File: src/mulPkg.sv
package mulPkg;

	// operand and product geometry.
	localparam int OperandWidth = 64;
	localparam int RowWidth = OperandWidth - 1; // width of one carry-save adder row.
	localparam int LastRow = OperandWidth - 1; // highest partial-product row index.

	// pipeline geometry.
	localparam int RowsPerStage = 16;
	localparam int NumCsaStages = 4;
	localparam int PipeLatency = 1 + NumCsaStages; // operand register plus carry-save registers.

	typedef logic [OperandWidth-1:0] operandT;
	typedef logic [OperandWidth-1:0] productT; // low half of the product.
	typedef logic [RowWidth-1:0] rowT; // running sum or carry row.

	// first partial-product row added by carry-save stage k.
	function automatic int stageFirstRow(input int k);
		return 1 + k * RowsPerStage;
	endfunction

	// rows added by carry-save stage k, clipped at the last row.
	function automatic int stageNumRows(input int k);
		int first;
		int remaining;
		first = stageFirstRow(k);
		remaining = LastRow - first + 1;
		if (remaining < RowsPerStage) begin
			return remaining;
		end
		return RowsPerStage;
	endfunction

endpackage

File: src/operandStage.sv
`timescale 1ns/10ps

module operandStage (
	input logic clk,
	input logic arstN,
	input logic validIn,
	input mulPkg::operandT a,
	input mulPkg::operandT b,
	output mulPkg::operandT aOut,
	output mulPkg::operandT bOut,
	output mulPkg::rowT sumOut,
	output mulPkg::rowT carryOut,
	output mulPkg::productT doneOut,
	output logic validOut
);

	mulPkg::operandT rowZero;
	mulPkg::productT doneNext;

	// partial-product row zero, a gated by the lowest bit of b.
	assign rowZero = a & {mulPkg::OperandWidth{b[0]}};

	always_comb begin
		doneNext = '0;
		doneNext[0] = rowZero[0]; // bit 0 of the product needs no adding.
	end

	always_ff @(posedge clk or negedge arstN) begin
		if (!arstN) begin
			validOut <= 1'b0;
			aOut <= '0;
			bOut <= '0;
			sumOut <= '0;
			carryOut <= '0;
			doneOut <= '0;
		end else begin
			validOut <= validIn;
			if (validIn) begin
				aOut <= a;
				bOut <= b;
				sumOut <= rowZero[mulPkg::OperandWidth-1:1]; // already aligned to row one.
				carryOut <= '0;
				doneOut <= doneNext;
			end
		end
	end

	// the whole pipeline trusts this strobe, an X here would smear through every stage.
	validInKnown: assert property (
		@(posedge clk) disable iff (!arstN)
		!$isunknown(validIn)
	) else $error("validIn is unknown while out of reset.");

endmodule

File: src/csaStage.sv
`timescale 1ns/10ps

module csaStage #(
	parameter int FirstRow = 1,
	parameter int NumRows = mulPkg::RowsPerStage
) (
	input logic clk,
	input logic arstN,
	input logic validIn,
	input mulPkg::operandT aIn,
	input mulPkg::operandT bIn,
	input mulPkg::rowT sumIn,
	input mulPkg::rowT carryIn,
	input mulPkg::productT doneIn,
	output logic validOut,
	output mulPkg::operandT aOut,
	output mulPkg::operandT bOut,
	output mulPkg::rowT sumOut,
	output mulPkg::rowT carryOut,
	output mulPkg::productT doneOut
);

	localparam int Width = mulPkg::OperandWidth;
	localparam int RowW = mulPkg::RowWidth;

	// the rows of this stage must fit inside the array.
	if (FirstRow < 1 || NumRows < 1 || FirstRow + NumRows - 1 > mulPkg::LastRow) begin : gBadSplit
		$error("csaStage rows %0d..%0d fall outside the array.",
			FirstRow, FirstRow + NumRows - 1);
	end

	// sum and carry between adjacent rows, entry 0 is the stage input.
	mulPkg::rowT sumChain [NumRows+1];
	mulPkg::rowT carryChain [NumRows+1];
	logic [NumRows-1:0] retired; // finished product bits, one per row.
	mulPkg::productT doneNext;

	assign sumChain[0] = sumIn;
	assign carryChain[0] = carryIn;

	for (genvar i = 0; i < NumRows; i++) begin : gRow
		localparam int Row = FirstRow + i;

		mulPkg::operandT partial;
		mulPkg::rowT addendA;
		mulPkg::rowT addendB;
		mulPkg::rowT addendC;
		mulPkg::rowT rowSum;
		mulPkg::rowT rowCarry;

		assign partial = aIn & {Width{bIn[Row]}};

		// all three addends sit at weights Row up to Row+62.
		assign addendA = sumChain[i];
		assign addendB = partial[RowW-1:0];
		assign addendC = carryChain[i];

		// one 63-wide full-adder row.
		assign rowSum = addendA ^ addendB ^ addendC;
		assign rowCarry = (addendA & addendB) | (addendA & addendC) | (addendB & addendC);

		assign retired[i] = rowSum[0]; // weight Row, nothing later touches it.

		// shift out the retired bit; the top of this row's partial product fills in.
		assign sumChain[i+1] = {partial[Width-1], rowSum[RowW-1:1]};
		assign carryChain[i+1] = rowCarry; // carries already land one weight up.
	end

	always_comb begin
		doneNext = doneIn;
		for (int i = 0; i < NumRows; i++) begin
			doneNext[FirstRow + i] = retired[i];
		end
	end

	always_ff @(posedge clk or negedge arstN) begin
		if (!arstN) begin
			validOut <= 1'b0;
			aOut <= '0;
			bOut <= '0;
			sumOut <= '0;
			carryOut <= '0;
			doneOut <= '0;
		end else begin
			validOut <= validIn;
			if (validIn) begin
				aOut <= aIn; // operands ride along for the later rows.
				bOut <= bIn;
				sumOut <= sumChain[NumRows];
				carryOut <= carryChain[NumRows];
				doneOut <= doneNext;
			end
		end
	end

	// a bubble entering the stage leaves it as a bubble.
	bubbleStaysBubble: assert property (
		@(posedge clk) disable iff (!arstN)
		!validIn |=> !validOut
	) else $error("csaStage rows %0d+: validOut set after idle input.", FirstRow);

	// finished bits hold across idle cycles, which keeps product steady at the top.
	doneHeldWhenIdle: assert property (
		@(posedge clk) disable iff (!arstN)
		!validIn |=> $stable(doneOut)
	) else $error("csaStage rows %0d+: doneOut moved after idle input.", FirstRow);

endmodule

File: src/mulTop.sv
`timescale 1ns/10ps

module mulTop (
	input logic clk,
	input logic arstN,
	input mulPkg::operandT a,
	input mulPkg::operandT b,
	input logic validIn,
	output mulPkg::productT product,
	output logic productValid
);

	localparam int NumStages = mulPkg::NumCsaStages;

	// entry 0 comes from the operand register, entry k+1 from carry-save stage k.
	mulPkg::operandT aPipe [NumStages+1];
	mulPkg::operandT bPipe [NumStages+1];
	mulPkg::rowT sumPipe [NumStages+1];
	mulPkg::rowT carryPipe [NumStages+1];
	mulPkg::productT donePipe [NumStages+1];
	logic validPipe [NumStages+1];

	operandStage operandStage_inst (
		.clk(clk),
		.arstN(arstN),
		.validIn(validIn),
		.a(a),
		.b(b),
		.aOut(aPipe[0]),
		.bOut(bPipe[0]),
		.sumOut(sumPipe[0]),
		.carryOut(carryPipe[0]),
		.doneOut(donePipe[0]),
		.validOut(validPipe[0])
	);

	for (genvar k = 0; k < NumStages; k++) begin : gStage
		csaStage #(
			.FirstRow(mulPkg::stageFirstRow(k)), // rows 1, 17, 33 and 49.
			.NumRows(mulPkg::stageNumRows(k)) // last stage stops at row 63.
		) csaStage_inst (
			.clk(clk),
			.arstN(arstN),
			.validIn(validPipe[k]),
			.aIn(aPipe[k]),
			.bIn(bPipe[k]),
			.sumIn(sumPipe[k]),
			.carryIn(carryPipe[k]),
			.doneIn(donePipe[k]),
			.validOut(validPipe[k+1]),
			.aOut(aPipe[k+1]),
			.bOut(bPipe[k+1]),
			.sumOut(sumPipe[k+1]),
			.carryOut(carryPipe[k+1]),
			.doneOut(donePipe[k+1])
		);
	end

	// every product bit has retired by the end of the last stage.
	assign product = donePipe[NumStages];
	assign productValid = validPipe[NumStages];

endmodule

File: config.mk
export PLATFORM = sky130hd
export DESIGN_NAME = mulTop
export DESIGN_NICKNAME = d
export VERILOG_FILES = /design/src/mulPkg.sv /design/src/operandStage.sv /design/src/csaStage.sv /design/src/mulTop.sv
export SDC_FILE = /design/constraint.sdc
export NUM_CORES = 2
export LEC_CHECK = 0
export ABC_AREA = 1
export BUFFER_PORTS_ARGS = -buffer_cell sky130_fd_sc_hd__clkbuf_2
export CAP_MARGIN = 20
export CORE_AREA = 2 2 309 617
export CTS_CLUSTER_DIAMETER = 200
export DETAILED_ROUTE_END_ITERATION = 10
export DIE_AREA = 0 0 311 619
export PLACE_DENSITY = 0.59
export SYNTH_ARGS = -nofsm -noshare
export SYNTH_HDL_FRONTEND = slang
export SYNTH_SLANG_ARGS = --single-unit
File: constraint.sdc
create_clock -name clk -period 22.7 [get_ports clk]
set_input_delay 1.135 -clock clk [delete_from_list [all_inputs] [get_ports clk]]
set_output_delay 1.135 -clock clk [all_outputs]
set_load 0.01 [all_outputs]
# Word level (Yosys, flattened, before mapping)
# Cells that the tools add are included.
dict set report word_totals {
  output_inout_bits 65
  ff_bits 830
  elab_cells 520
}
dict set report classes {
  bitwise 495
}
# op count
set op_table {}
lappend op_table {{bitwise AND 61 bit} 4}
lappend op_table {{bitwise AND 60 bit} 4}
lappend op_table {{bitwise AND 59 bit} 4}
lappend op_table {{bitwise AND 58 bit} 4}
lappend op_table {{bitwise AND 57 bit} 4}
lappend op_table {{bitwise AND 56 bit} 4}
lappend op_table {{bitwise AND 55 bit} 4}
lappend op_table {{bitwise AND 54 bit} 4}
lappend op_table {{bitwise AND 53 bit} 4}
lappend op_table {{bitwise AND 52 bit} 4}
lappend op_table {{bitwise AND 51 bit} 4}
lappend op_table {{bitwise AND 50 bit} 4}
lappend op_table {{bitwise AND 49 bit} 4}
lappend op_table {{bitwise AND 48 bit} 4}
lappend op_table {{bitwise AND 47 bit} 4}
lappend op_table {{bitwise AND 46 bit} 4}
lappend op_table {{bitwise AND 45 bit} 4}
lappend op_table {{bitwise AND 44 bit} 4}
lappend op_table {{bitwise AND 43 bit} 4}
lappend op_table {{bitwise AND 42 bit} 4}
lappend op_table {{bitwise AND 41 bit} 4}
lappend op_table {{bitwise AND 40 bit} 4}
lappend op_table {{bitwise AND 39 bit} 4}
lappend op_table {{bitwise AND 38 bit} 4}
lappend op_table {{other kinds (164)} 399}

# Logic depth before layout (Yosys ltp)
dict set report logic_depth {
  depth_word 49
  mapped_depth 36
  depth_no_buf 34
}

# Hierarchy
# Synthesis repeated with hierarchy kept, for this count alone.
dict set report unflattened {
  cells_unflattened 20064
  hier_area_um2 172116.3
}
# mod area_per_inst_um2 instances seq_area_each_um2 cells_per_inst
set by_module_without_submodules {}
lappend by_module_without_submodules {{csaStage at gStage[0].csaStage_inst} 41404.7 1 7982.7 4829}
lappend by_module_without_submodules {{csaStage at gStage[1].csaStage_inst} 41403.5 1 7982.7 4829}
lappend by_module_without_submodules {{csaStage at gStage[2].csaStage_inst} 41402.2 1 7982.7 4829}
lappend by_module_without_submodules {{csaStage at gStage[3].csaStage_inst} 39636.8 1 7982.7 4631}
lappend by_module_without_submodules {operandStage 8269.2 1 4829.6 946}

# Worst setup path after synthesis
# Ideal clock, no wire load.
dict set report synth_path {
  path_type {register to register}
  start {register gStage[0].csaStage_inst.bOut[17]}
  end {register gStage[1].csaStage_inst.sumOut[30]}
  stages_incl_launch_ff 32
  required_ns 22.567
  path_buffers 2
  setup_time_ns 0.133
  path_slack_ns 13.890
  arrival_time_ns 8.677
  period_less_slack_ns 8.810
  cell_sequence {dfrtp_1 -> clkbuf_1 -> buf_1 -> nand2_1 -> inv_1 -> fa_1 -> fa_1 -> fa_1 -> fa_1 -> fa_1 -> fa_1 -> fa_1 -> fa_1 -> fa_1 -> fa_1 -> fa_1 -> fa_1 -> inv_1 -> fa_1 -> inv_1 -> fa_1 -> fa_1 -> xnor2_1 -> xnor2_1 -> nand3b_1 -> nand2_1 -> nand2_1 -> nand2_1 -> inv_1 -> nand2_1 -> nand2_1 -> a21oi_1}
}
dict set report synth_via {
  elab_chain_cells 47
}
# item line_no
set synth_lines {}
lappend synth_lines {{from (decl)} csaStage.sv:17} ;# output mulPkg::operandT bOut,
lappend synth_lines {{from (signal assigned)} csaStage.sv:88} ;# bOut <= bIn;
lappend synth_lines {{bitwise AND 47 bit *} csaStage.sv:51} ;# assign partial = aIn & {Width{bIn[Row]}};
lappend synth_lines {{bitwise AND 46 bit} csaStage.sv:60} ;# assign rowCarry = (addendA & addendB) | (addendA & addendC) | (addendB & addendC);
lappend synth_lines {{OR 46 bit (2 in series)} csaStage.sv:60}
lappend synth_lines {{bitwise AND 45 bit} csaStage.sv:60}
lappend synth_lines {{OR 45 bit (2 in series)} csaStage.sv:60}
lappend synth_lines {{bitwise AND 44 bit} csaStage.sv:60}
lappend synth_lines {{OR 44 bit (2 in series)} csaStage.sv:60}
lappend synth_lines {{bitwise AND 43 bit} csaStage.sv:60}
lappend synth_lines {{[24 not listed]} --}
lappend synth_lines {{OR 35 bit (2 in series)} csaStage.sv:60}
lappend synth_lines {{bitwise AND 34 bit} csaStage.sv:60}
lappend synth_lines {{OR 34 bit (2 in series)} csaStage.sv:60}
lappend synth_lines {{bitwise AND 33 bit} csaStage.sv:60}
lappend synth_lines {{OR 33 bit (2 in series)} csaStage.sv:60}
lappend synth_lines {{bitwise AND 32 bit} csaStage.sv:60}
lappend synth_lines {{OR 32 bit (2 in series)} csaStage.sv:60}
lappend synth_lines {{XOR 32 bit *} csaStage.sv:59} ;# assign rowSum = addendA ^ addendB ^ addendC;
lappend synth_lines {{to (signal assigned)} csaStage.sv:89} ;# sumOut <= sumChain[NumRows];
lappend synth_lines {{to (decl)} csaStage.sv:18} ;# output mulPkg::rowT sumOut,
# Mark *: on every way between the ends. The rest lies on a longest branch, timed or not.
# A chain may end at the register's enable or synchronous reset.

# Final worst setup path
dict set report layout_path {
  start {register gStage[0].csaStage_inst.bOut[17]}
  end {register gStage[1].csaStage_inst.sumOut[11]}
}
# The elaborated chain is that of the path after synthesis.

==> results.py <==
metrics = {
    "outcome": {
        "outcome": "finished clean",
    },
    "routing": {
        "wl_met1_um": 69700,
        "routed_wl_um": 212000,
        "vias": 56037,
        "wl_met3_um": 5830,
        "drc": 0,
        "firstDrtPassIters": 7,
        "highest_layer": "met4",
        "drtIter0Drc": 2677,
        "wl_met2_um": 124000,
        "drtAntennaViolNets": 0,
        "wl_per_cell_um": 18.0,
        "via_per_inst": 4.78,
    },
    "setup_path": {
        "critPathCaptureType": "flop",
        "path_max_fanout": 47,
        "cp-startpoint": "gStage[0].csaStage_inst.bOut[17]",
        "r2r_slack_ps": 13160,
        "endpoint": "gStage[1].csaStage_inst.sumOut[11]",
        "timing.rr.start": "gStage[0].csaStage_inst.bOut[17]",
        "crit_type": "reg -> reg",
        "crit_arrival_ps": 10090,
        "r2r-end": "gStage[1].csaStage_inst.sumOut[11]",
        "required_ps": 23250,
        "rr_worst_depth": 21,
        "crit_path_start_kind": "flop",
    },
    "global_route": {
        "grt_pass1_vias": 64152,
        "antenna_found_initial": 2,
        "grt_first_pass_wirelength_um": 340000,
        "grt_use_total_pct": 22.8,
        "grt_max_degree": 229,
        "gr-total-overflow": 0,
    },
    "synthesis": {
        "synth-seq-cells": 730,
        "netlist_area_um2": 84300,
        "ys_warn_count": 0,
        "synth_xor_area_share_pct": 0.579,
        "synth_top_family_by_area": "adder cells",
        "synthMuxAreaShare_pct": 0.200,
        "synth_cell_types": 28,
        "synth-compound-area-share_pct": 3.76,
        "syn_nets": 11585,
        "yosys.area_share.simple_pct": 14.0,
        "synth_fa_ha_area_share_pct": 45.9,
        "synth_cells": 9501,
        "synth_area_per_cell_um2": 8.87,
        "synth_seq_area_share_pct": 21.7,
    },
    "layout": {
        "drive_gt1_share_pct": 4.88,
        "area_delta_synth_final_pct": 5.41,
        "filler_cell_count": 18185,
        "nNetsFinal": 11242,
    },
    "timing": {
        "final-hold-violation-count": 0,
        "worst_pin_slew_ps": 1110,
        "report.final.slew_viol_count": 0,
        "tns_ps": 0,
        "fin_skew_ps": 59.0,
        "setup_viol": 0,
        "fin_crit_sh_pct": 42.0,
        "clock.fmax_mhz": 105,
        "rsz0062_at_grt": "no",
        "finalCriticalPeriod_ps": 9540,
        "relSlewSlack_pct": 25.8,
    },
    "floorplanning": {
        "core-area_um2": 187000,
        "start_util_pct": 44.9,
        "fp.dieH_um": 619,
        "ioPinCount": 196,
        "dieArea_um2": 193000,
        "fp.dieW_um": 311,
        "rows": 225,
    },
    "clock_tree": {
        "h-tree-depth": 3,
        "clkSlewWorstSetupHoldPaths_ps": 70,
        "clock_latency_ps": 710,
        "clockBufferDepth": 3,
        "cts_sinks": 730,
        "numCtsBuffers": 79,
        "clockRootBuffer": "clkbuf_16",
        "cts_tree": "done",
        "post_cts_resized": 0,
        "cts_setup_buffers": 0,
        "holdBufCountCts": 0,
    },
    "place": {
        "dp_hpwl_um": 165000,
        "portBuffers": 195,
        "gp_congestion": 0.866,
    },
    "hold_path": {
        "hp-class": "reg -> reg",
    },
    "job": {
        "max_cap_violations": 0,
    },
}
[cell families (layout without fill, tap and decap cells)]
group                      after synthesis  after routing
adders and majority gates             1953           1953
AOI/OAI and AO/OA                      618            618
xor gates and xnor gates                54             54
buffers and inverters                 3036           2758
DFF                                    730            730
muxes                                   15             15
and+or+nand+nor                       3095           3095
other                                    0              2
[metal layers]
metal,track usage [%],vias up
met5,0,-
met2,46.9,1063
met3,1.95,511
li1,-,25783
met4,11.1,0
met1,22.3,28680
[state kept, by name, summed over array words and instances (netlist names), 4 cells and up]
name	flops
gStage.csaStage_inst.validOut	4
gStage.csaStage_inst.bOut	93
operandStage_inst.aOut	63
operandStage_inst.sumOut	63
gStage.csaStage_inst.aOut	93
gStage.csaStage_inst.carryOut	93
gStage.csaStage_inst.sumOut	93
gStage.csaStage_inst.doneOut	163
operandStage_inst.bOut	63
[critical path: stages, from the launching register on]
cell     delay [ps]
dfrtp_1         340
buf_4           610
nand2_1         180
fa_1            560
inv_1            60
fa_1            490
fa_1            420
fa_1            410
fa_1            470
fa_1            600
fa_1            440
fa_1            520
fa_1            450
fa_1            640
fa_1            540
fa_1            560
fa_1            450
fa_1            490
inv_1            50
fa_1            460
fa_1            490
o21ai_0          70
[metrics by stage]
stage	cell area, µm²	hold WS (ps)	setup WS, ps	instances	utilization (%)
after floorplan	84300	349	13890	9501	-
after global placement	86000	453	12960	11573	45.9
after detailed placement	86000	459	13080	11574	45.9
after CTS	88800	471	13060	11720	47.4
after global routing	88800	489	12700	11721	47.4
final	88800	465	13160	11722	47.4
[synthesized netlist by cell type (all sizes together)]
library cell	instances	area (µm²)
a21oi	3	15.0
buf	197	1100
clkbuf	480	1800
clkinv	2	7.51
dfrtp	730	18300
fa	1891	37900
ha	62	776
inv	2357	8850
mux2	15	169
nand2	3014	11300
nand2b	2	12.5
nand3	58	290
nand3b	9	67.6
nand4	5	31.3
nor2	5	18.8
o21ai	552	2760
o22ai	63	394
or2	2	12.5
xnor2	31	279
xor2	23	209
[layout make-up]
class                      instances  area (µm²)  share of cell area [%]
clock buffer                      97        2170                    2.44
tap                             2497        3120                    3.52
sequential                       730       18300                    20.6
inverter                        2359        8870                    9.99
multi-input combinational       5735       54200                    61.1
timing repair buffer             253        1460                    1.65
antenna                            2        5.00                 0.00564
clock inverter                    49         639                   0.720
[placed cells by master (no fill, tap or decap), types with 2 or more instances in the layout]
cell type,count
inv_16,3
buf_4,56
o21ai_0,550
clkinv_16,2
nand2_2,8
o21ai_1,2
clkinvlp_4,11
clkinv_2,15
nand3b_1,9
clkbuf_2,193
bufinv_16,9
fa_1,1891
a21oi_1,3
xor2_1,22
nand2_1,3006
clkinv_4,5
ha_1,62
nor2_1,5
mux2_2,15
inv_1,2344
or2_1,2
xnor2_1,30
nand4_1,5
inv_6,5
clkbuf_1,8
o22ai_1,63
inv_2,10
inv_8,3
buf_8,2
dfrtp_1,710
nand2b_1,2
dfrtp_4,10
dfrtp_2,10
nand3_1,58
clkbuf_16,81
diode_2,2
clkbuf_8,8
[worst min-delay path by stage]
| stage | startpoint | endpoint | cells past startpoint | slack, ps |
|---|---|---|---|---|
| 2_1_floorplan | gStage[0].csaStage_inst.validOut | gStage[1].csaStage_inst.validOut | 0 | 350 |
| 3_3_place_gp | gStage[3].csaStage_inst.doneOut[46] | gStage[3].csaStage_inst.doneOut[46] | 2 | 450 |
| 3_5_place_dp | gStage[3].csaStage_inst.doneOut[46] | gStage[3].csaStage_inst.doneOut[46] | 2 | 460 |
| 4_1_cts | gStage[0].csaStage_inst.doneOut[11] | gStage[1].csaStage_inst.doneOut[11] | 2 | 470 |
| 5_1_grt | gStage[1].csaStage_inst.doneOut[0] | gStage[1].csaStage_inst.doneOut[0] | 2 | 490 |
| 6_report | gStage[0].csaStage_inst.doneOut[11] | gStage[1].csaStage_inst.doneOut[11] | 2 | 460 |
Power is left out: the tool's default activity adds up to more than one toggle a clock period on the data nets, which glitch-free logic cannot reach.
